==> config.mk <==
export PLATFORM = sky130hd
export DESIGN_NAME = reduction_offload_tile
export DESIGN_NICKNAME = d
export VERILOG_FILES = /design/src/rtl/alu_cmd_pkg.sv /design/src/rtl/noc_reduction_pkg.sv /design/src/rtl/alu_cmd_if.sv /design/src/rtl/reduction_offload_tile.sv /design/src/rtl/reduction_alu.sv /design/src/rtl/alu_cmd_fifo.sv /design/src/rtl/offload_req_decoder.sv
export SDC_FILE = /design/constraint.sdc
export NUM_CORES = 2
export LEC_CHECK = 0
export BUFFER_PORTS_ARGS = -buffer_cell sky130_fd_sc_hd__buf_4
export CAP_MARGIN = 20
export CORE_AREA = 3 3 263 265
export CTS_CLUSTER_SIZE = 20
export DETAILED_ROUTE_END_ITERATION = 7
export DIE_AREA = 0 0 266 268
export PLACE_DENSITY = 0.75
export SLEW_MARGIN = 40
export SYNTH_ARGS = -nofsm -noshare
export SYNTH_HDL_FRONTEND = slang
export SYNTH_HIERARCHICAL = 1
export SYNTH_SLANG_ARGS = --single-unit
==> constraint.sdc <==
create_clock -name clk_i -period 13.47 [get_ports clk_i]
set_input_delay 3.3675 -clock clk_i [delete_from_list [all_inputs] [get_ports clk_i]]
set_output_delay 3.3675 -clock clk_i [all_outputs]
set_load 0.05 [all_outputs]
==> src/rtl/alu_cmd_pkg.sv <==
// Datapath ALU command definitions
// Opcodes of the integer reduction ALU and the min/max select

package alu_cmd_pkg;

  ////////////////////////////////////////
  // ALU opcodes
  ////////////////////////////////////////

  typedef enum logic [1:0] {
    ALU_ADD    = 2'd0,
    ALU_MUL    = 2'd1,
    ALU_MINMAX = 2'd2
  } alu_opcode_e;

  ////////////////////////////////////////
  // Min/max select
  ////////////////////////////////////////

  // Picks which operand the MINMAX opcode returns
  typedef enum logic {
    SEL_MAX = 1'b0,
    SEL_MIN = 1'b1
  } minmax_sel_e;

endpackage

==> src/rtl/noc_reduction_pkg.sv <==
// Network-side reduction definitions
// Operation codes as they arrive on the offload request port
// and the default operand width of the offload path

package noc_reduction_pkg;

  // Operand width of the narrow reduction path
  localparam int unsigned DefaultDataWidth = 32;

  ////////////////////////////////////////
  // Reduction operations
  ////////////////////////////////////////

  // Codes 4 to 7 are not supported and reduce to zero
  typedef enum logic [2:0] {
    RD_ADD = 3'd0,
    RD_MUL = 3'd1,
    RD_MAX = 3'd2,
    RD_MIN = 3'd3
  } reduction_op_e;

endpackage
==> src/rtl/alu_cmd_if.sv <==
// ALU command channel
// One decoded command with operands and a valid/ready handshake

`timescale 1ns/10ps

interface alu_cmd_if #(
  parameter int unsigned DataWidth = noc_reduction_pkg::DefaultDataWidth
);

  logic                     valid;
  logic                     ready;
  alu_cmd_pkg::alu_opcode_e opcode;
  alu_cmd_pkg::minmax_sel_e minmax_sel;
  logic [DataWidth-1:0]     operand_a;
  logic [DataWidth-1:0]     operand_b;

  // Drives the command and waits for ready
  modport producer (
    output valid,
    output opcode,
    output minmax_sel,
    output operand_a,
    output operand_b,
    input  ready
  );

  // Takes the command when ready
  modport consumer (
    input  valid,
    input  opcode,
    input  minmax_sel,
    input  operand_a,
    input  operand_b,
    output ready
  );

endinterface

==> src/rtl/reduction_offload_tile.sv <==
// Reduction offload tile
// Decodes reduction requests into ALU commands, buffers them
// and returns the integer reduction result with valid/ready

`timescale 1ns/10ps

module reduction_offload_tile #(
  parameter int unsigned DataWidth = noc_reduction_pkg::DefaultDataWidth,
  parameter int unsigned FifoDepth = 4
) (
  input  logic                             clk_i,
  input  logic                             arst_n_i,
  // Request side
  input  logic                             req_valid_i,
  output logic                             req_ready_o,
  input  noc_reduction_pkg::reduction_op_e req_op_i,
  input  logic [DataWidth-1:0]             req_operand_a_i,
  input  logic [DataWidth-1:0]             req_operand_b_i,
  // Response side
  output logic                             resp_valid_o,
  input  logic                             resp_ready_i,
  output logic [DataWidth-1:0]             resp_result_o
);

  // Decoder to FIFO
  alu_cmd_if #(.DataWidth(DataWidth)) dec_cmd ();

  // FIFO to ALU
  alu_cmd_if #(.DataWidth(DataWidth)) alu_cmd ();

  ////////////////////////////////////////
  // Request decode
  ////////////////////////////////////////

  offload_req_decoder #(
    .DataWidth       (DataWidth)
  ) offload_req_decoder_i (
    .clk_i           (clk_i),
    .arst_n_i        (arst_n_i),
    .req_valid_i     (req_valid_i),
    .req_ready_o     (req_ready_o),
    .req_op_i        (req_op_i),
    .req_operand_a_i (req_operand_a_i),
    .req_operand_b_i (req_operand_b_i),
    .cmd_o           (dec_cmd.producer)
  );

  ////////////////////////////////////////
  // Command buffer
  ////////////////////////////////////////

  alu_cmd_fifo #(
    .DataWidth (DataWidth),
    .FifoDepth (FifoDepth)
  ) alu_cmd_fifo_i (
    .clk_i     (clk_i),
    .arst_n_i  (arst_n_i),
    .cmd_i     (dec_cmd.consumer),
    .cmd_o     (alu_cmd.producer)
  );

  ////////////////////////////////////////
  // Reduction ALU
  ////////////////////////////////////////

  reduction_alu #(
    .DataWidth     (DataWidth)
  ) reduction_alu_i (
    .clk_i         (clk_i),
    .arst_n_i      (arst_n_i),
    .cmd_i         (alu_cmd.consumer),
    .resp_valid_o  (resp_valid_o),
    .resp_ready_i  (resp_ready_i),
    .resp_result_o (resp_result_o)
  );

endmodule

==> src/rtl/reduction_alu.sv <==
// Integer reduction ALU
// Executes add, multiply and signed min/max on two operands
// and holds the result in a one-entry register until taken

`timescale 1ns/10ps

module reduction_alu #(
  parameter int unsigned DataWidth = noc_reduction_pkg::DefaultDataWidth
) (
  input  logic                 clk_i,
  input  logic                 arst_n_i,
  alu_cmd_if.consumer          cmd_i,
  output logic                 resp_valid_o,
  input  logic                 resp_ready_i,
  output logic [DataWidth-1:0] resp_result_o
);

  logic [DataWidth-1:0] sum;
  logic [DataWidth-1:0] product;
  logic [DataWidth-1:0] max_val;
  logic [DataWidth-1:0] min_val;
  logic [DataWidth-1:0] result_d;
  logic [DataWidth-1:0] result_q;
  logic                 a_gt_b;
  logic                 resp_valid_q;
  logic                 cmd_accept;

  ////////////////////////////////////////
  // Datapath
  ////////////////////////////////////////

  // Both wrap to DataWidth bits
  assign sum     = cmd_i.operand_a + cmd_i.operand_b;
  assign product = cmd_i.operand_a * cmd_i.operand_b;

  // Two's complement compare
  assign a_gt_b  = $signed(cmd_i.operand_a) > $signed(cmd_i.operand_b);
  assign max_val = a_gt_b ? cmd_i.operand_a : cmd_i.operand_b;
  assign min_val = a_gt_b ? cmd_i.operand_b : cmd_i.operand_a;

  always_comb begin
    case (cmd_i.opcode)
      alu_cmd_pkg::ALU_ADD: result_d = sum;
      alu_cmd_pkg::ALU_MUL: result_d = product;
      alu_cmd_pkg::ALU_MINMAX: begin
        if (cmd_i.minmax_sel == alu_cmd_pkg::SEL_MIN) begin
          result_d = min_val;
        end else begin
          result_d = max_val;
        end
      end
      default: result_d = '0;
    endcase
  end

  ////////////////////////////////////////
  // Result register
  ////////////////////////////////////////

  // Takes a new command when empty or when the result leaves now
  assign cmd_i.ready = ~resp_valid_q | resp_ready_i;
  assign cmd_accept  = cmd_i.valid & cmd_i.ready;

  always_ff @(posedge clk_i or negedge arst_n_i) begin
    if (!arst_n_i) begin
      resp_valid_q <= 1'b0;
    end else if (cmd_accept) begin
      resp_valid_q <= 1'b1;
    end else if (resp_ready_i) begin
      resp_valid_q <= 1'b0;
    end
  end

  // Frozen while the consumer stalls
  always_ff @(posedge clk_i) begin
    if (cmd_accept) begin
      result_q <= result_d;
    end
  end

  assign resp_valid_o  = resp_valid_q;
  assign resp_result_o = result_q;

endmodule

==> src/rtl/alu_cmd_fifo.sv <==
// ALU command FIFO
// Circular buffer of FifoDepth commands between decoder and ALU
// Output is registered so a write into an empty FIFO shows a cycle later

`timescale 1ns/10ps

module alu_cmd_fifo #(
  parameter int unsigned DataWidth = noc_reduction_pkg::DefaultDataWidth,
  parameter int unsigned FifoDepth = 4
) (
  input  logic        clk_i,
  input  logic        arst_n_i,
  alu_cmd_if.consumer cmd_i,
  alu_cmd_if.producer cmd_o
);

  localparam int unsigned PtrWidth   = $clog2(FifoDepth);
  localparam int unsigned CountWidth = $clog2(FifoDepth + 1);

  // Storage
  alu_cmd_pkg::alu_opcode_e opcode_mem    [FifoDepth];
  alu_cmd_pkg::minmax_sel_e sel_mem       [FifoDepth];
  logic [DataWidth-1:0]     operand_a_mem [FifoDepth];
  logic [DataWidth-1:0]     operand_b_mem [FifoDepth];

  logic [PtrWidth-1:0]   wr_ptr_q;
  logic [PtrWidth-1:0]   rd_ptr_q;
  logic [CountWidth-1:0] count_q;
  logic                  push;
  logic                  pop;

  ////////////////////////////////////////
  // Handshake
  ////////////////////////////////////////

  assign cmd_i.ready = (count_q != CountWidth'(FifoDepth));
  assign cmd_o.valid = (count_q != '0);

  assign push = cmd_i.valid & cmd_i.ready;
  assign pop  = cmd_o.valid & cmd_o.ready;

  ////////////////////////////////////////
  // Pointers and occupancy
  ////////////////////////////////////////

  // Depth is a power of two so the pointers wrap on their own
  always_ff @(posedge clk_i or negedge arst_n_i) begin
    if (!arst_n_i) begin
      wr_ptr_q <= '0;
      rd_ptr_q <= '0;
      count_q  <= '0;
    end else begin
      if (push) begin
        wr_ptr_q <= wr_ptr_q + PtrWidth'(1);
      end
      if (pop) begin
        rd_ptr_q <= rd_ptr_q + PtrWidth'(1);
      end
      if (push && !pop) begin
        count_q <= count_q + CountWidth'(1);
      end else if (pop && !push) begin
        count_q <= count_q - CountWidth'(1);
      end
    end
  end

  ////////////////////////////////////////
  // Buffer
  ////////////////////////////////////////

  always_ff @(posedge clk_i) begin
    if (push) begin
      opcode_mem[wr_ptr_q]    <= cmd_i.opcode;
      sel_mem[wr_ptr_q]       <= cmd_i.minmax_sel;
      operand_a_mem[wr_ptr_q] <= cmd_i.operand_a;
      operand_b_mem[wr_ptr_q] <= cmd_i.operand_b;
    end
  end

  // Head entry
  assign cmd_o.opcode     = opcode_mem[rd_ptr_q];
  assign cmd_o.minmax_sel = sel_mem[rd_ptr_q];
  assign cmd_o.operand_a  = operand_a_mem[rd_ptr_q];
  assign cmd_o.operand_b  = operand_b_mem[rd_ptr_q];

endmodule

==> src/rtl/offload_req_decoder.sv <==
// Offload request decoder
// Maps reduction operations to ALU commands in a one-entry
// register stage that holds its command until it is taken

`timescale 1ns/10ps

module offload_req_decoder #(
  parameter int unsigned DataWidth = noc_reduction_pkg::DefaultDataWidth
) (
  input  logic                              clk_i,
  input  logic                              arst_n_i,
  input  logic                              req_valid_i,
  output logic                              req_ready_o,
  input  noc_reduction_pkg::reduction_op_e  req_op_i,
  input  logic [DataWidth-1:0]              req_operand_a_i,
  input  logic [DataWidth-1:0]              req_operand_b_i,
  alu_cmd_if.producer                       cmd_o
);

  alu_cmd_pkg::alu_opcode_e opcode_d, opcode_q;
  alu_cmd_pkg::minmax_sel_e sel_d, sel_q;
  logic [DataWidth-1:0]     operand_a_d, operand_a_q;
  logic [DataWidth-1:0]     operand_b_d, operand_b_q;
  logic                     cmd_valid_q;
  logic                     req_accept;

  ////////////////////////////////////////
  // Operation decode
  ////////////////////////////////////////

  always_comb begin
    opcode_d    = alu_cmd_pkg::ALU_ADD;
    sel_d       = alu_cmd_pkg::SEL_MAX;
    operand_a_d = req_operand_a_i;
    operand_b_d = req_operand_b_i;
    case (req_op_i)
      noc_reduction_pkg::RD_ADD: opcode_d = alu_cmd_pkg::ALU_ADD;
      noc_reduction_pkg::RD_MUL: opcode_d = alu_cmd_pkg::ALU_MUL;
      noc_reduction_pkg::RD_MAX: begin
        opcode_d = alu_cmd_pkg::ALU_MINMAX;
        sel_d    = alu_cmd_pkg::SEL_MAX;
      end
      noc_reduction_pkg::RD_MIN: begin
        opcode_d = alu_cmd_pkg::ALU_MINMAX;
        sel_d    = alu_cmd_pkg::SEL_MIN;
      end
      // Unsupported code adds two zeros
      default: begin
        operand_a_d = '0;
        operand_b_d = '0;
      end
    endcase
  end

  ////////////////////////////////////////
  // Command register
  ////////////////////////////////////////

  // Free when empty or when the FIFO drains it this cycle
  assign req_ready_o = ~cmd_valid_q | cmd_o.ready;
  assign req_accept  = req_valid_i & req_ready_o;

  always_ff @(posedge clk_i or negedge arst_n_i) begin
    if (!arst_n_i) begin
      cmd_valid_q <= 1'b0;
    end else if (req_accept) begin
      cmd_valid_q <= 1'b1;
    end else if (cmd_o.ready) begin
      cmd_valid_q <= 1'b0;
    end
  end

  always_ff @(posedge clk_i) begin
    if (req_accept) begin
      opcode_q    <= opcode_d;
      sel_q       <= sel_d;
      operand_a_q <= operand_a_d;
      operand_b_q <= operand_b_d;
    end
  end

  assign cmd_o.valid      = cmd_valid_q;
  assign cmd_o.opcode     = opcode_q;
  assign cmd_o.minmax_sel = sel_q;
  assign cmd_o.operand_a  = operand_a_q;
  assign cmd_o.operand_b  = operand_b_q;

endmodule

==> results.sh <==
export IMPL_synthesis_area_sq_mm=0.0327
export IMPL_fp_coreArea_sq_mm=0.0670
export IMPL_cts_root_buffer="clkbuf_16"
export IMPL_first_global_vias=22601
export IMPL_cp_start_kind="flip-flop"
export IMPL_cts_tree="done"
export IMPL_setup_tns_ns=0
export IMPL_totalWireLength_mm=83.9
export IMPL_final_util_pct=52.9
export IMPL_grt_pass1_wl_mm=132
export IMPL_critPathMaxStageDelay_ns=0.88
export IMPL_ys_warn_count=6
export IMPL_wire_per_inst_microns=22.6
export IMPL_rr_worst_depth=25
export IMPL_gp_congestion=0.943
export IMPL_syn_instance_count=2788
export IMPL_hp_class="flip-flop to flip-flop"
export IMPL_die_h_microns=268
export IMPL_hold_start="offload_req_decoder_i/cmd_o.operand_a[29]"
export IMPL_clock_latency_ns=0.60
export IMPL_finalHoldViolations=0
export IMPL_ant_nets=0
export IMPL_start_util_pct=48.8
export IMPL_skew_ns=0.0567
export IMPL_seq_area_sq_mm=0.0113
export IMPL_synth_edf_count=367
export IMPL_synth_main_ff_cell="edfxtp_1"
export IMPL_firstDrtPassIters=7
export IMPL_nNetsFinal=3488
export IMPL_syn_nets=3460
export IMPL_yosysSeqAreaShare_pct=34.4
export IMPL_vias=21179
export IMPL_row_count=95
export IMPL_overflow=0
export IMPL_timing_rr_start="alu_cmd_fifo_i/rd_ptr_q[0]"
export IMPL_layout_drive_gt1_share_pct=9.79
export IMPL_antenna_found_initial=3
export IMPL_h_tree_depth=2
export IMPL_vias_per_cell=5.70
export IMPL_worstHoldPathCells=0
export IMPL_critPathKind="flip-flop to flip-flop"
export IMPL_syn_avg_cell_area_sq_um=11.7
export IMPL_post_cts_setup_buffer_count=0
export IMPL_path_clk_slew_ns=0.06
export IMPL_setup_viol=0
export IMPL_drtIter0Drc=1971
export IMPL_cts_sinks=376
export IMPL_maxSlewHeadroom_pct=43.6
export IMPL_async_flop_share_pct=2.39
export IMPL_cp_required_ns=13.79
export IMPL_multi_input_area_sq_mm=0.0191
export IMPL_dieArea_sq_mm=0.0713
export IMPL_fmax_ghz=0.106
export IMPL_port_buffers=104
export IMPL_worst_slew_pin_slew_ns=0.846
export IMPL_period_share_pct=69.9
export IMPL_worst_path_max_fanout=31
export IMPL_die_x_microns=266
export IMPL_grtUsageTotal_pct=24.2
export IMPL_critical_path_arrival_ns=9.74
export IMPL_r2r_end="reduction_alu_i/resp_result_o[31]"
export IMPL_final_cell_mix="inv_1 (432), fa_1 (410), edfxtp_1 (367), and2_1 (280), nand2_1 (243)"
export IMPL_mostFrequentLayoutCell="inv_1"
export IMPL_rsz0062_at_grt="no"
export IMPL_rrSetupSlack_ns=4.05
export IMPL_status="finished, final reports clean"
export IMPL_whs_ns=0.491
export IMPL_post_cts_resized=0
export IMPL_clockBufferDepth=3
export IMPL_period_needed_ns=9.42
export IMPL_area_growth_pct=8.37
export IMPL_grt_max_degree=67
export IMPL_end_kind="flip-flop"
export IMPL_crit_top_cell="fa_1"
export IMPL_hold_buffers=0
export IMPL_max_cap_violations=0
export IMPL_num_io_pins=105
export IMPL_maxSlewViolCount=0
export IMPL_yosys_register_bits=376
export IMPL_hpwl_mm=58.1
export IMPL_yosysUniqueCellTypes=84
export IMPL_cts_buffers=39
export IMPL_cp_slowest_cell="mux4_2"
export IMPL_drc_errors=0
export IMPL_min_to="alu_cmd_fifo_i/operand_a_mem[0][29]"
export IMPL_fill_cells=5662
flip-flops by register name (all words and copies together) (netlist names), 3 cells and up:
name / count
alu_cmd_fifo_i/count_q: 3
alu_cmd_fifo_i/opcode_mem: 8
alu_cmd_fifo_i/operand_a_mem: 128
alu_cmd_fifo_i/operand_b_mem: 128
alu_cmd_fifo_i/sel_mem: 4
offload_req_decoder_i/cmd_o.operand_a: 32
offload_req_decoder_i/cmd_o.operand_b: 32
reduction_alu_i/resp_result_o: 32
worst max-delay path, delay by kind of cell (launching register included):
family,cells,cell delay [ns]
mux,1,0.88
compound gates,7,1.80
buf+inv,5,0.70
simple gates,2,0.39
flops,1,0.83
xor+xnor,1,0.17
fa+ha+maj,9,4.34
logic make-up (layout without fill, tap and decap cells):
logic type               count (synthesis)  after routing  synth area share (%)
adder cells (fa/ha/maj)                601            601                  32.4
flip-flops                             376            376                  34.4
other                                    0              1                     0
AND/OR/NAND/NOR                        783            783                  12.5
XOR/XNOR                               111            111                  3.01
AO/OA/AOI/OAI                          263            263                  5.50
buffers and inverters                  574            627                  7.19
multiplexers                            80             80                  5.02
area by class of cell:
cell class | instances | share of cell area (%)
diodes | 1 | 0.00706
repair buffers | 127 | 2.87
clock buffers | 45 | 2.82
flip-flops and latches | 376 | 31.7
well taps | 873 | 3.08
inverters | 434 | 4.60
multi-input cells | 1838 | 54.0
clock inverters | 21 | 0.893
layer usage:
layer	wire length (microns)	global-route usage, %	vias up
met5	7	0	-
met4	3670	9.74	2
met3	7310	4.76	207
met2	39900	39.9	1009
met1	33000	31.9	10778
li1	-	-	9183
worst max-delay path by stage:
stage,from,end,slack (ns)
2_1_floorplan,alu_cmd_fifo_i/rd_ptr_q[0],reduction_alu_i/resp_result_o[31],5.47
3_3_place_gp,alu_cmd_fifo_i/rd_ptr_q[0],reduction_alu_i/resp_result_o[30],4.23
3_5_place_dp,alu_cmd_fifo_i/rd_ptr_q[0],reduction_alu_i/resp_result_o[31],4.14
4_1_cts,alu_cmd_fifo_i/rd_ptr_q[0],reduction_alu_i/resp_result_o[31],4.13
5_1_grt,alu_cmd_fifo_i/rd_ptr_q[0],reduction_alu_i/resp_result_o[31],3.60
6_report,alu_cmd_fifo_i/rd_ptr_q[0],reduction_alu_i/resp_result_o[31],4.05
stage by stage:
step / worst slack (ns) / cell area (sq um) / cells
finish: 4.05 / 35500 / 3715
global route: 3.60 / 35400 / 3714
CTS: 4.13 / 35400 / 3713
detailed placement: 4.14 / 34100 / 3647
global placement: 4.23 / 34000 / 3643
floorplan: 5.47 / 32700 / 2788
synthesized netlist by cell type, drive strengths merged (5+ instances only):
master  instances  area [sq um]
edfxtp        367         11000
nand3          24           120
xnor2          82           718
mux4           67          1510
a211oi         11          82.6
a21oi          64           320
o21bai         10          75.1
ha            191          2390
xor2           28           245
nor3           19          95.1
o311ai         15           131
and4            5          45.0
nor2           79           304
a31oi          12          75.1
or3             9          56.3
nand2b         16           100
inv           432          1620
mux2i          11           110
o211ai          6          45.0
nor2b          75           469
o21ai          50           250
o21a            9          67.6
dfrtp           9           225
o31ai           6          45.0
nand4           5          31.3
a22o           17           149
clkbuf        111           470
buf            29           251
nand2         243           912
o221ai          7          61.3
and2          286          1790
fa            410          8210
a21o           12          91.3
Power is not shown: default switching activity piles up to over one toggle a cycle in this logic, so the estimate is an artifact.
